## config.mk

```make
export PLATFORM = sky130hd
export DESIGN_NAME = ti_adc_top
export DESIGN_NICKNAME = d
export VERILOG_FILES = /design/src/common/const_pack.sv /design/src/analog_core/adc_slice.sv /design/src/analog_core/analog_core.sv /design/src/source/frame_fifo.sv /design/src/source/sample_serializer.sv /design/src/source/ti_adc_top.sv
export VERILOG_INCLUDE_DIRS = /design/src /design/src/common
export SDC_FILE = /design/constraint.sdc
export NUM_CORES = 1
export LEC_CHECK = 0
export ABC_AREA = 0
export BUFFER_PORTS_ARGS = -buffer_cell sky130_fd_sc_hd__buf_2
export CORE_MARGIN = 4
export CORE_UTILIZATION = 57
export DETAILED_ROUTE_END_ITERATION = 10
export GPL_TIMING_DRIVEN = 0
export PLACE_DENSITY = 0.88
export SETUP_SLACK_MARGIN = 0.02
export SLEW_MARGIN = 20
export SYNTH_ARGS = -nofsm -noshare
export SYNTH_HDL_FRONTEND = slang
export SYNTH_SLANG_ARGS = --single-unit
```

## constraint.sdc

```tcl
create_clock -name clk_adc_i -period 3.26 [get_ports clk_adc_i]
set_clock_uncertainty 0.1 [all_clocks]
set_input_delay 0.326 -clock clk_adc_i [delete_from_list [all_inputs] [get_ports clk_adc_i]]
set_output_delay 0.326 -clock clk_adc_i [all_outputs]
set_load 0.02 [all_outputs]
```

## src/common/acore_consts.svh

```systemverilog
`ifndef ACORE_CONSTS_SVH
`define ACORE_CONSTS_SVH

// interleave factor
`define NTI 8

// signed input sample width
`define NIN 10

// magnitude code width per slice
`define NADC 8

// frames held between core and serializer
`define FIFO_DEPTH 4

`endif

```

## src/common/const_pack.sv

```systemverilog
`default_nettype none

package const_pack;

    // configuration port opcodes
    typedef enum logic [1:0] {
        CFG_NOP           = 2'd0,
        CFG_SET_OFFSET    = 2'd1,   // load offset of one slice
        CFG_CLEAR_OFFSETS = 2'd2    // zero every slice offset
    } cfg_op_e;

    // frame assembly in the core
    typedef enum logic {
        ST_FILL = 1'b0,             // taking samples
        ST_HOLD = 1'b1              // full frame offered downstream
    } fill_state_e;

    // serializer
    typedef enum logic {
        SER_IDLE = 1'b0,
        SER_SEND = 1'b1
    } ser_state_e;

endpackage : const_pack

`default_nettype wire

```

## src/analog_core/adc_slice.sv

```systemverilog
`timescale 1ns/1ps
`default_nettype none

`include "acore_consts.svh"

module adc_slice (
    input  wire logic                   clk_adc_i,
    input  wire logic                   rst_i,
    input  wire logic                   load_i,     // sample belongs to this slice
    input  wire logic signed [`NIN-1:0] sample_i,
    input  wire logic                   off_we_i,
    input  wire logic                   off_clr_i,
    input  wire logic signed [`NIN-1:0] off_i,
    output      logic                   sign_o,
    output      logic [`NADC-1:0]       mag_o
);

    localparam logic [`NIN:0] MAG_MAX = (`NIN+1)'((1 << `NADC) - 1);

    logic signed [`NIN-1:0] offset_q;
    logic signed [`NIN:0]   diff;           // extra bit keeps the subtraction exact
    logic        [`NIN:0]   abs_diff;
    logic        [`NADC-1:0] mag_sat;

    // per-slice offset trim
    always_ff @(posedge clk_adc_i) begin
        if (rst_i || off_clr_i) begin
            offset_q <= '0;
        end else if (off_we_i) begin
            offset_q <= off_i;
        end
    end

    assign diff     = sample_i - offset_q;
    assign abs_diff = diff[`NIN] ? -diff : diff;

    // clamp to full scale of the code
    assign mag_sat = (abs_diff > MAG_MAX) ? MAG_MAX[`NADC-1:0] : abs_diff[`NADC-1:0];

    always_ff @(posedge clk_adc_i) begin
        if (load_i) begin
            sign_o <= diff[`NIN];
            mag_o  <= mag_sat;
        end
    end

    // clamping only ever shrinks the magnitude, and a negative result is never zero
    a_mag_clamp: assert property (@(posedge clk_adc_i) disable iff (rst_i)
        load_i |=> ((`NIN+1)'(mag_o) <= $past(abs_diff)) && (!sign_o || mag_o != '0));

endmodule : adc_slice

`default_nettype wire

```

## src/analog_core/analog_core.sv

```systemverilog
`timescale 1ns/1ps
`default_nettype none

`include "acore_consts.svh"

module analog_core import const_pack::*; (
    input  wire logic                        clk_adc_i,
    input  wire logic                        rst_i,

    input  wire logic                        in_valid_i,
    input  wire logic signed [`NIN-1:0]      in_data_i,
    output      logic                        in_ready_o,

    input  wire cfg_op_e                     cfg_op_i,
    input  wire logic [$clog2(`NTI)-1:0]     cfg_addr_i,    // target slice
    input  wire logic signed [`NIN-1:0]      cfg_data_i,    // offset value

    output      logic                        frame_valid_o,
    output      logic [`NTI-1:0]             frame_sign_o,
    output      logic [`NTI*`NADC-1:0]       frame_mag_o,
    input  wire logic                        frame_ready_i
);

    localparam int AW = $clog2(`NTI);

    fill_state_e     state_q;
    logic [AW-1:0]   ptr_q;         // slice that takes the next sample
    logic            accept;
    logic            last_slot;
    logic [`NTI-1:0] load;
    logic [`NTI-1:0] off_we;
    logic            off_clr;

    assign in_ready_o    = (state_q == ST_FILL);
    assign frame_valid_o = (state_q == ST_HOLD);
    assign accept        = in_valid_i && in_ready_o;
    assign last_slot     = (ptr_q == AW'(`NTI - 1));
    assign off_clr       = (cfg_op_i == CFG_CLEAR_OFFSETS);

    always_ff @(posedge clk_adc_i) begin
        if (rst_i) begin
            state_q <= ST_FILL;
            ptr_q   <= '0;
        end else begin
            case (state_q)
                ST_FILL: begin
                    if (accept) begin
                        if (last_slot) begin
                            ptr_q   <= '0;
                            state_q <= ST_HOLD;     // frame complete
                        end else begin
                            ptr_q <= ptr_q + 1'b1;
                        end
                    end
                end
                ST_HOLD: begin
                    if (frame_ready_i) begin
                        state_q <= ST_FILL;
                    end
                end
                default: state_q <= ST_FILL;
            endcase
        end
    end

    // interleaved slices
    generate
        for (genvar k = 0; k < `NTI; k = k + 1) begin : g_slice
            assign load[k]   = accept && (ptr_q == AW'(k));
            assign off_we[k] = (cfg_op_i == CFG_SET_OFFSET) && (cfg_addr_i == AW'(k));

            adc_slice i_slice (
                .clk_adc_i (clk_adc_i),
                .rst_i     (rst_i),
                .load_i    (load[k]),
                .sample_i  (in_data_i),
                .off_we_i  (off_we[k]),
                .off_clr_i (off_clr),
                .off_i     (cfg_data_i),
                .sign_o    (frame_sign_o[k]),
                .mag_o     (frame_mag_o[k*`NADC +: `NADC])
            );
        end
    endgenerate

    a_ptr_range: assert property (@(posedge clk_adc_i) disable iff (rst_i)
        (ptr_q < AW'(`NTI - 1) || last_slot) && (state_q == ST_HOLD -> ptr_q == '0));

    // a held frame is never overwritten by new input
    a_hold_no_accept: assert property (@(posedge clk_adc_i) disable iff (rst_i)
        state_q == ST_HOLD && !frame_ready_i |=>
            state_q == ST_HOLD && $stable(frame_mag_o) && $stable(frame_sign_o));

endmodule : analog_core

`default_nettype wire

```

## src/source/frame_fifo.sv

```systemverilog
`timescale 1ns/1ps
`default_nettype none

module frame_fifo #(
    parameter int DEPTH = 4,
    parameter int WIDTH = 72
) (
    input  wire logic             clk_adc_i,
    input  wire logic             rst_i,
    input  wire logic             wr_valid_i,
    input  wire logic [WIDTH-1:0] wr_data_i,
    output      logic             wr_ready_o,
    output      logic             rd_valid_o,
    output      logic [WIDTH-1:0] rd_data_o,
    input  wire logic             rd_ready_i
);

    localparam int PW = (DEPTH > 1) ? $clog2(DEPTH) : 1;
    localparam int CW = $clog2(DEPTH + 1);

    logic [WIDTH-1:0] mem [DEPTH];
    logic [PW-1:0]    wr_ptr_q;
    logic [PW-1:0]    rd_ptr_q;
    logic [CW-1:0]    count_q;      // frames stored
    logic             push;
    logic             pop;

    assign wr_ready_o = (count_q != CW'(DEPTH));
    assign rd_valid_o = (count_q != '0);
    assign rd_data_o  = mem[rd_ptr_q];     // head is always visible
    assign push       = wr_valid_i && wr_ready_o;
    assign pop        = rd_valid_o && rd_ready_i;

    always_ff @(posedge clk_adc_i) begin
        if (push) begin
            mem[wr_ptr_q] <= wr_data_i;
        end
    end

    always_ff @(posedge clk_adc_i) begin
        if (rst_i) begin
            wr_ptr_q <= '0;
            rd_ptr_q <= '0;
            count_q  <= '0;
        end else begin
            if (push) begin
                wr_ptr_q <= (wr_ptr_q == PW'(DEPTH - 1)) ? '0 : wr_ptr_q + 1'b1;
            end
            if (pop) begin
                rd_ptr_q <= (rd_ptr_q == PW'(DEPTH - 1)) ? '0 : rd_ptr_q + 1'b1;
            end
            if (push && !pop) begin
                count_q <= count_q + 1'b1;
            end else if (pop && !push) begin
                count_q <= count_q - 1'b1;
            end
        end
    end

    // at most DEPTH frames and a full buffer has its write pointer back on the head
    a_no_push_full: assert property (@(posedge clk_adc_i) disable iff (rst_i)
        count_q <= CW'(DEPTH) && (count_q != CW'(DEPTH) || wr_ptr_q == rd_ptr_q));

    // empty buffer keeps both pointers together
    a_no_pop_empty: assert property (@(posedge clk_adc_i) disable iff (rst_i)
        count_q == '0 |-> wr_ptr_q == rd_ptr_q);

endmodule : frame_fifo

`default_nettype wire

```

## src/source/sample_serializer.sv

```systemverilog
`timescale 1ns/1ps
`default_nettype none

`include "acore_consts.svh"

module sample_serializer import const_pack::*; (
    input  wire logic                     clk_adc_i,
    input  wire logic                     rst_i,

    input  wire logic                     buf_valid_i,
    input  wire logic [`NTI-1:0]          buf_sign_i,
    input  wire logic [`NTI*`NADC-1:0]    buf_mag_i,
    output      logic                     buf_ready_o,

    output      logic                     out_valid_o,
    output      logic signed [`NADC:0]    out_data_o,
    output      logic                     out_sat_o,
    input  wire logic                     out_ready_i
);

    localparam int AW = $clog2(`NTI);

    ser_state_e            state_q;
    logic [AW-1:0]         lane_q;
    logic [`NTI-1:0]       sign_q;     // latched frame
    logic [`NTI*`NADC-1:0] mag_q;
    logic                  cur_sign;
    logic [`NADC-1:0]      cur_mag;
    logic signed [`NADC:0] mag_ext;

    assign buf_ready_o = (state_q == SER_IDLE);
    assign out_valid_o = (state_q == SER_SEND);

    assign cur_sign   = sign_q[lane_q];
    assign cur_mag    = mag_q[lane_q*`NADC +: `NADC];
    assign mag_ext    = {1'b0, cur_mag};
    assign out_data_o = cur_sign ? -mag_ext : mag_ext;   // back to two's complement
    assign out_sat_o  = (cur_mag == {`NADC{1'b1}});

    always_ff @(posedge clk_adc_i) begin
        if (buf_valid_i && buf_ready_o) begin
            sign_q <= buf_sign_i;
            mag_q  <= buf_mag_i;
        end
    end

    always_ff @(posedge clk_adc_i) begin
        if (rst_i) begin
            state_q <= SER_IDLE;
            lane_q  <= '0;
        end else begin
            case (state_q)
                SER_IDLE: begin
                    if (buf_valid_i) begin
                        lane_q  <= '0;
                        state_q <= SER_SEND;
                    end
                end
                SER_SEND: begin
                    if (out_ready_i) begin
                        if (lane_q == AW'(`NTI - 1)) begin
                            state_q <= SER_IDLE;    // frame drained
                        end else begin
                            lane_q <= lane_q + 1'b1;
                        end
                    end
                end
                default: state_q <= SER_IDLE;
            endcase
        end
    end

    // stalled output holds its sample
    a_out_stable: assert property (@(posedge clk_adc_i) disable iff (rst_i)
        out_valid_o && !out_ready_i |=> out_valid_o && $stable(out_data_o) && $stable(out_sat_o));

endmodule : sample_serializer

`default_nettype wire

```

## src/source/ti_adc_top.sv

```systemverilog
`timescale 1ns/1ps
`default_nettype none

`include "acore_consts.svh"

module ti_adc_top import const_pack::*; (
    input  wire logic                    clk_adc_i,
    input  wire logic                    rst_i,

    input  wire logic                    in_valid_i,
    input  wire logic signed [`NIN-1:0]  in_data_i,
    output      logic                    in_ready_o,

    input  wire cfg_op_e                 cfg_op_i,
    input  wire logic [$clog2(`NTI)-1:0] cfg_addr_i,
    input  wire logic signed [`NIN-1:0]  cfg_data_i,

    output      logic                    out_valid_o,
    output      logic signed [`NADC:0]   out_data_o,
    output      logic                    out_sat_o,
    input  wire logic                    out_ready_i
);

    localparam int FW = `NTI * (`NADC + 1);    // sign bits plus codes

    logic                    frame_valid;
    logic [`NTI-1:0]         frame_sign;
    logic [`NTI*`NADC-1:0]   frame_mag;
    logic                    frame_ready;
    logic                    buf_valid;
    logic [`NTI-1:0]         buf_sign;
    logic [`NTI*`NADC-1:0]   buf_mag;
    logic                    buf_ready;

    analog_core i_core (
        .clk_adc_i     (clk_adc_i),
        .rst_i         (rst_i),
        .in_valid_i    (in_valid_i),
        .in_data_i     (in_data_i),
        .in_ready_o    (in_ready_o),
        .cfg_op_i      (cfg_op_i),
        .cfg_addr_i    (cfg_addr_i),
        .cfg_data_i    (cfg_data_i),
        .frame_valid_o (frame_valid),
        .frame_sign_o  (frame_sign),
        .frame_mag_o   (frame_mag),
        .frame_ready_i (frame_ready)
    );

    frame_fifo #(
        .DEPTH (`FIFO_DEPTH),
        .WIDTH (FW)
    ) i_fifo (
        .clk_adc_i  (clk_adc_i),
        .rst_i      (rst_i),
        .wr_valid_i (frame_valid),
        .wr_data_i  ({frame_sign, frame_mag}),
        .wr_ready_o (frame_ready),
        .rd_valid_o (buf_valid),
        .rd_data_o  ({buf_sign, buf_mag}),
        .rd_ready_i (buf_ready)
    );

    sample_serializer i_ser (
        .clk_adc_i   (clk_adc_i),
        .rst_i       (rst_i),
        .buf_valid_i (buf_valid),
        .buf_sign_i  (buf_sign),
        .buf_mag_i   (buf_mag),
        .buf_ready_o (buf_ready),
        .out_valid_o (out_valid_o),
        .out_data_o  (out_data_o),
        .out_sat_o   (out_sat_o),
        .out_ready_i (out_ready_i)
    );

endmodule : ti_adc_top

`default_nettype wire

```

==> run metrics <==
row count=76; Post-Syn Area=0.0249 mm2; gr ovfl total=0; Worst Tran Pin Value=1120 ps; post-synthesis async set-or-reset flop share=0%; Register-to-Register Setup Slack=80 ps; drt pass-1 iters=5; vias in the first global route=15.2k; Synth Area per Inst=13.6 um2; Core Area=0.0431 mm2; Slew Viols, Final=0; Seq/Total Area, Yosys=59.8%; RSZ-0062 raised after global routing=true; met2 Use GR=42.4%; Hold WS=104 ps; Worst R2R Start=i_core.g_slice[4].i_slice.offset_q[0]; Layout fillers=2,945; Critical Path RT=2830 ps; CTS tree=yes; worst-case reg-to-reg path depth=11; met3 Usage GRT=3.56%; H-tree Lvls=2; max_cap viols=0; multi-input logic area=0.00972 mm2; Num Clock Sinks=527; Max IR drop VDD=0.618 mV; power density cells=647 mW/mm2; I/O Pins=41; die footprint=0.0470 mm2; Via-to-Cell Ratio=between 6 and 7; Leak=9.62 nW; Peak Freq=a little over 300 MHz; syn nets=1,965; die height=217 um; ant diodes=0; internal power=13.0 mW; met1 Use GR=34.0%; Vias=15.6k; CP arrival=2810 ps; clock-pin slew on the worst setup and hold paths=60 ps; sequential power share=45.9%; worst setup margin=approximately 19 ps; Gate Count Post-Synth=1,823; Yosys warning count=0; initial antenna violation count=1; count of different cell masters after synthesis=79; die width=217 um; layout cells sized above 1=17.0%; worst setup path start=i_ser.lane_q[0]; run status=finished, final reports clean; Total GRT Usage=25.0%; TritonCTS buffer count=51; Combinational Power Share=21.5%; min-delay src=in_valid_i; WL/cell=23.2 um; synthesis-to-finish area growth=13.5%; Worst Hold Class=in2reg; Final setup viols=0; Post-synth EDFFs=around 430; register area=0.0149 mm2; Initial Utilization=between 50% and 60%; DRT antenna net count=0; Worst Hold Path Cells=4; clock insertion delay at the later pin of the skew report=around 600 ps; Top FF cell, synth=edfxtp_1; pin count of the biggest net entering global routing=57; clk buf depth=3; hold endpoint=i_core.ptr_q[1]; Worst R2R End=i_core.g_slice[4].i_slice.mag_o[0]; critical path peak fanout=5; net switching power figure=5.22 mW; Seq cells post-synth=about 530; CP Capture Type=output port; global-route wire length before repair=90,200 um; global-route layer with the greatest usage=met2; routability cong.=between 0.8 and 0.9; Tmin final=3240 ps; # port buffers=29; worst setup path category=reg2out; Final Hold Violating Endpoints=0; pre-CTS WS=-764 ps; max_slew headroom=25.3%; Post-DP HPWL=between 30,000 and 40,000 um; Root Driver=clkbuf_16; Final period util=between 90% and 100%; nets@finish=around 2.1k; Switching Share=28.6%; DRC violations left=0; Clk pwr share=32.6%; startpoint types=flop; drt initial violations=1,405; final wirelength=59,300 um
## synthesized netlist by cell type, types with 11 or more instances
cell        n  share of area [%]
a211oi_1   14               0.42
a21o_1     17               0.51
a21oi_1    52                1.0
a31oi_1    16               0.40
and3_1     12               0.30
buf_1      12               0.18
clkbuf_1   42               0.63
dfxtp_1    95                7.6
edfxtp_1  432                 52
ha_1      104                5.2
inv_1     135                2.0
mux2i_1    96                3.9
mux4_2     90                8.1
nand2_1    75                1.1
nand2b_1   11               0.28
nand3_1    42               0.85
nor2_1    171                2.6
nor2b_1    20               0.50
nor3_1     31               0.62
o21a_1     23               0.69
o21ai_0    55                1.1
or2_2      13               0.33
or3_1      20               0.50
xnor2_1    51                1.8
xor2_1     34                1.2
## logic make-up after synthesis
kind of cell,share of synthesized area (%)
and+or+nand+nor,8.82
DFF,59.8
xor gates and xnor gates,2.99
adders and majority gates,5.96
AOI/OAI and AO/OA,7.36
muxes,12.2
buffers and inverters,2.87
## registers in the layout, indices dropped and copies added, names as in the netlist
signal / cells
i_fifo.mem: 288
i_fifo.count_q: 3
i_fifo.rd_ptr_q: 2
i_ser.lane_q: 3
i_ser.out_valid_o: 1
i_ser.sign_q: 8
i_core.g_slice.i_slice.sign_o: 8
i_core.g_slice.i_slice.offset_q: 80
i_fifo.wr_ptr_q: 2
i_core.ptr_q: 3
i_ser.mag_q: 64
i_core.g_slice.i_slice.mag_o: 64
i_core.frame_valid_o: 1
## how the worst max path moves through the flow
| stage | endpoint | slack (ps) | depth (start not counted) |
|---|---|---|---|
| CTS | out_data_o[7] | 20 | 9 |
| detailed placement | i_core.g_slice[6].i_slice.mag_o[6] | -760 | 13 |
| floorplan | i_core.g_slice[4].i_slice.mag_o[1] | 30 | 12 |
| global route | out_data_o[7] | -70 | 8 |
| finish | out_data_o[6] | 20 | 9 |
| global placement | i_fifo.mem[1][14] | -1160 | 3 |
## through the flow
step / util, % / cell area (um2) / TNS, ps / std cells / power (mW)
detailed placement: 60.1 / 25900 / -32440 / 2442 / 12.0
global route: 65.5 / 28200 / -122 / 2555 / 18.9
finish: 65.5 / 28200 / 0 / 2555 / 18.3
floorplan: - / 24900 / 0 / 1823 / 10.9
CTS: 64.5 / 27800 / 0 / 2542 / 18.1
global placement: 59.8 / 25800 / -373200 / 2437 / 11.7
## area by class of cell
| type | instances | share of cell area (%) |
|---|---|---|
| Buffer | 54 | 0.918 |
| Clock buffer | 70 | 4.99 |
| Clock inverter | 25 | 0.997 |
| Inverter | 135 | 1.82 |
| Multi-Input combinational cell | 1106 | 34.4 |
| Sequential cell | 527 | 52.7 |
| Tap cell | 585 | 2.59 |
| Timing Repair Buffer | 53 | 1.53 |
## cells in the final DEF, fill, tap and decap left out, types with 11 or more instances in the layout
cell and n:
mux2i_1 89, nand3_1 38, buf_2 28, or2_2 13, o21a_1 23, nor2b_1 20, nand2_1 74, dfxtp_1 92
o21ai_0 47, xor2_1 32, clkbuf_1 51, or3_1 20, a31oi_1 12, a21o_1 16, clkbuf_16 52, mux4_2 90
inv_1 131, nand2b_1 11, ha_1 101, nor3_1 30, buf_4 17, nor2_1 170, a21oi_1 47, and3_1 12
xnor2_1 48, edfxtp_1 432
## repair_timing
item,CTS,global route
endpoints found under the hold margin,3,0
endpoints found under the setup margin,47,61
setup buffers,4,13
hold buffers,1,0
resized for setup,42,69
cloned,0,1
pin swaps,3,17
## per-layer routing
metal | up-vias | part of all wire, %
met5 | - | 0.020
met4 | 2 | 2.9
met3 | 121 | 7.0
met2 | 704 | 50
met1 | 7692 | 41
li1 | 7072 | -
## critical path, cell delays in order, from the launching register on
cell     delay, ps
dfxtp_4        390
buf_12         140
mux4_2         580
mux2i_4        310
ha_4           200
nand3_2         70
nor3_2         150
nor2_1          80
xnor2_1        130
buf_4          160
## power by group through the flow
stage	logic [mW]	clock network, mW	registers [mW]
final	3.92	5.96	8.38
after global routing	4.19	6.35	8.41
after CTS	3.70	6.00	8.37
after detailed placement	3.54	0	8.48
after global placement	3.28	0	8.45
after floorplan	2.53	0	8.33
Note: power is estimated with default switching activity, not from simulation.
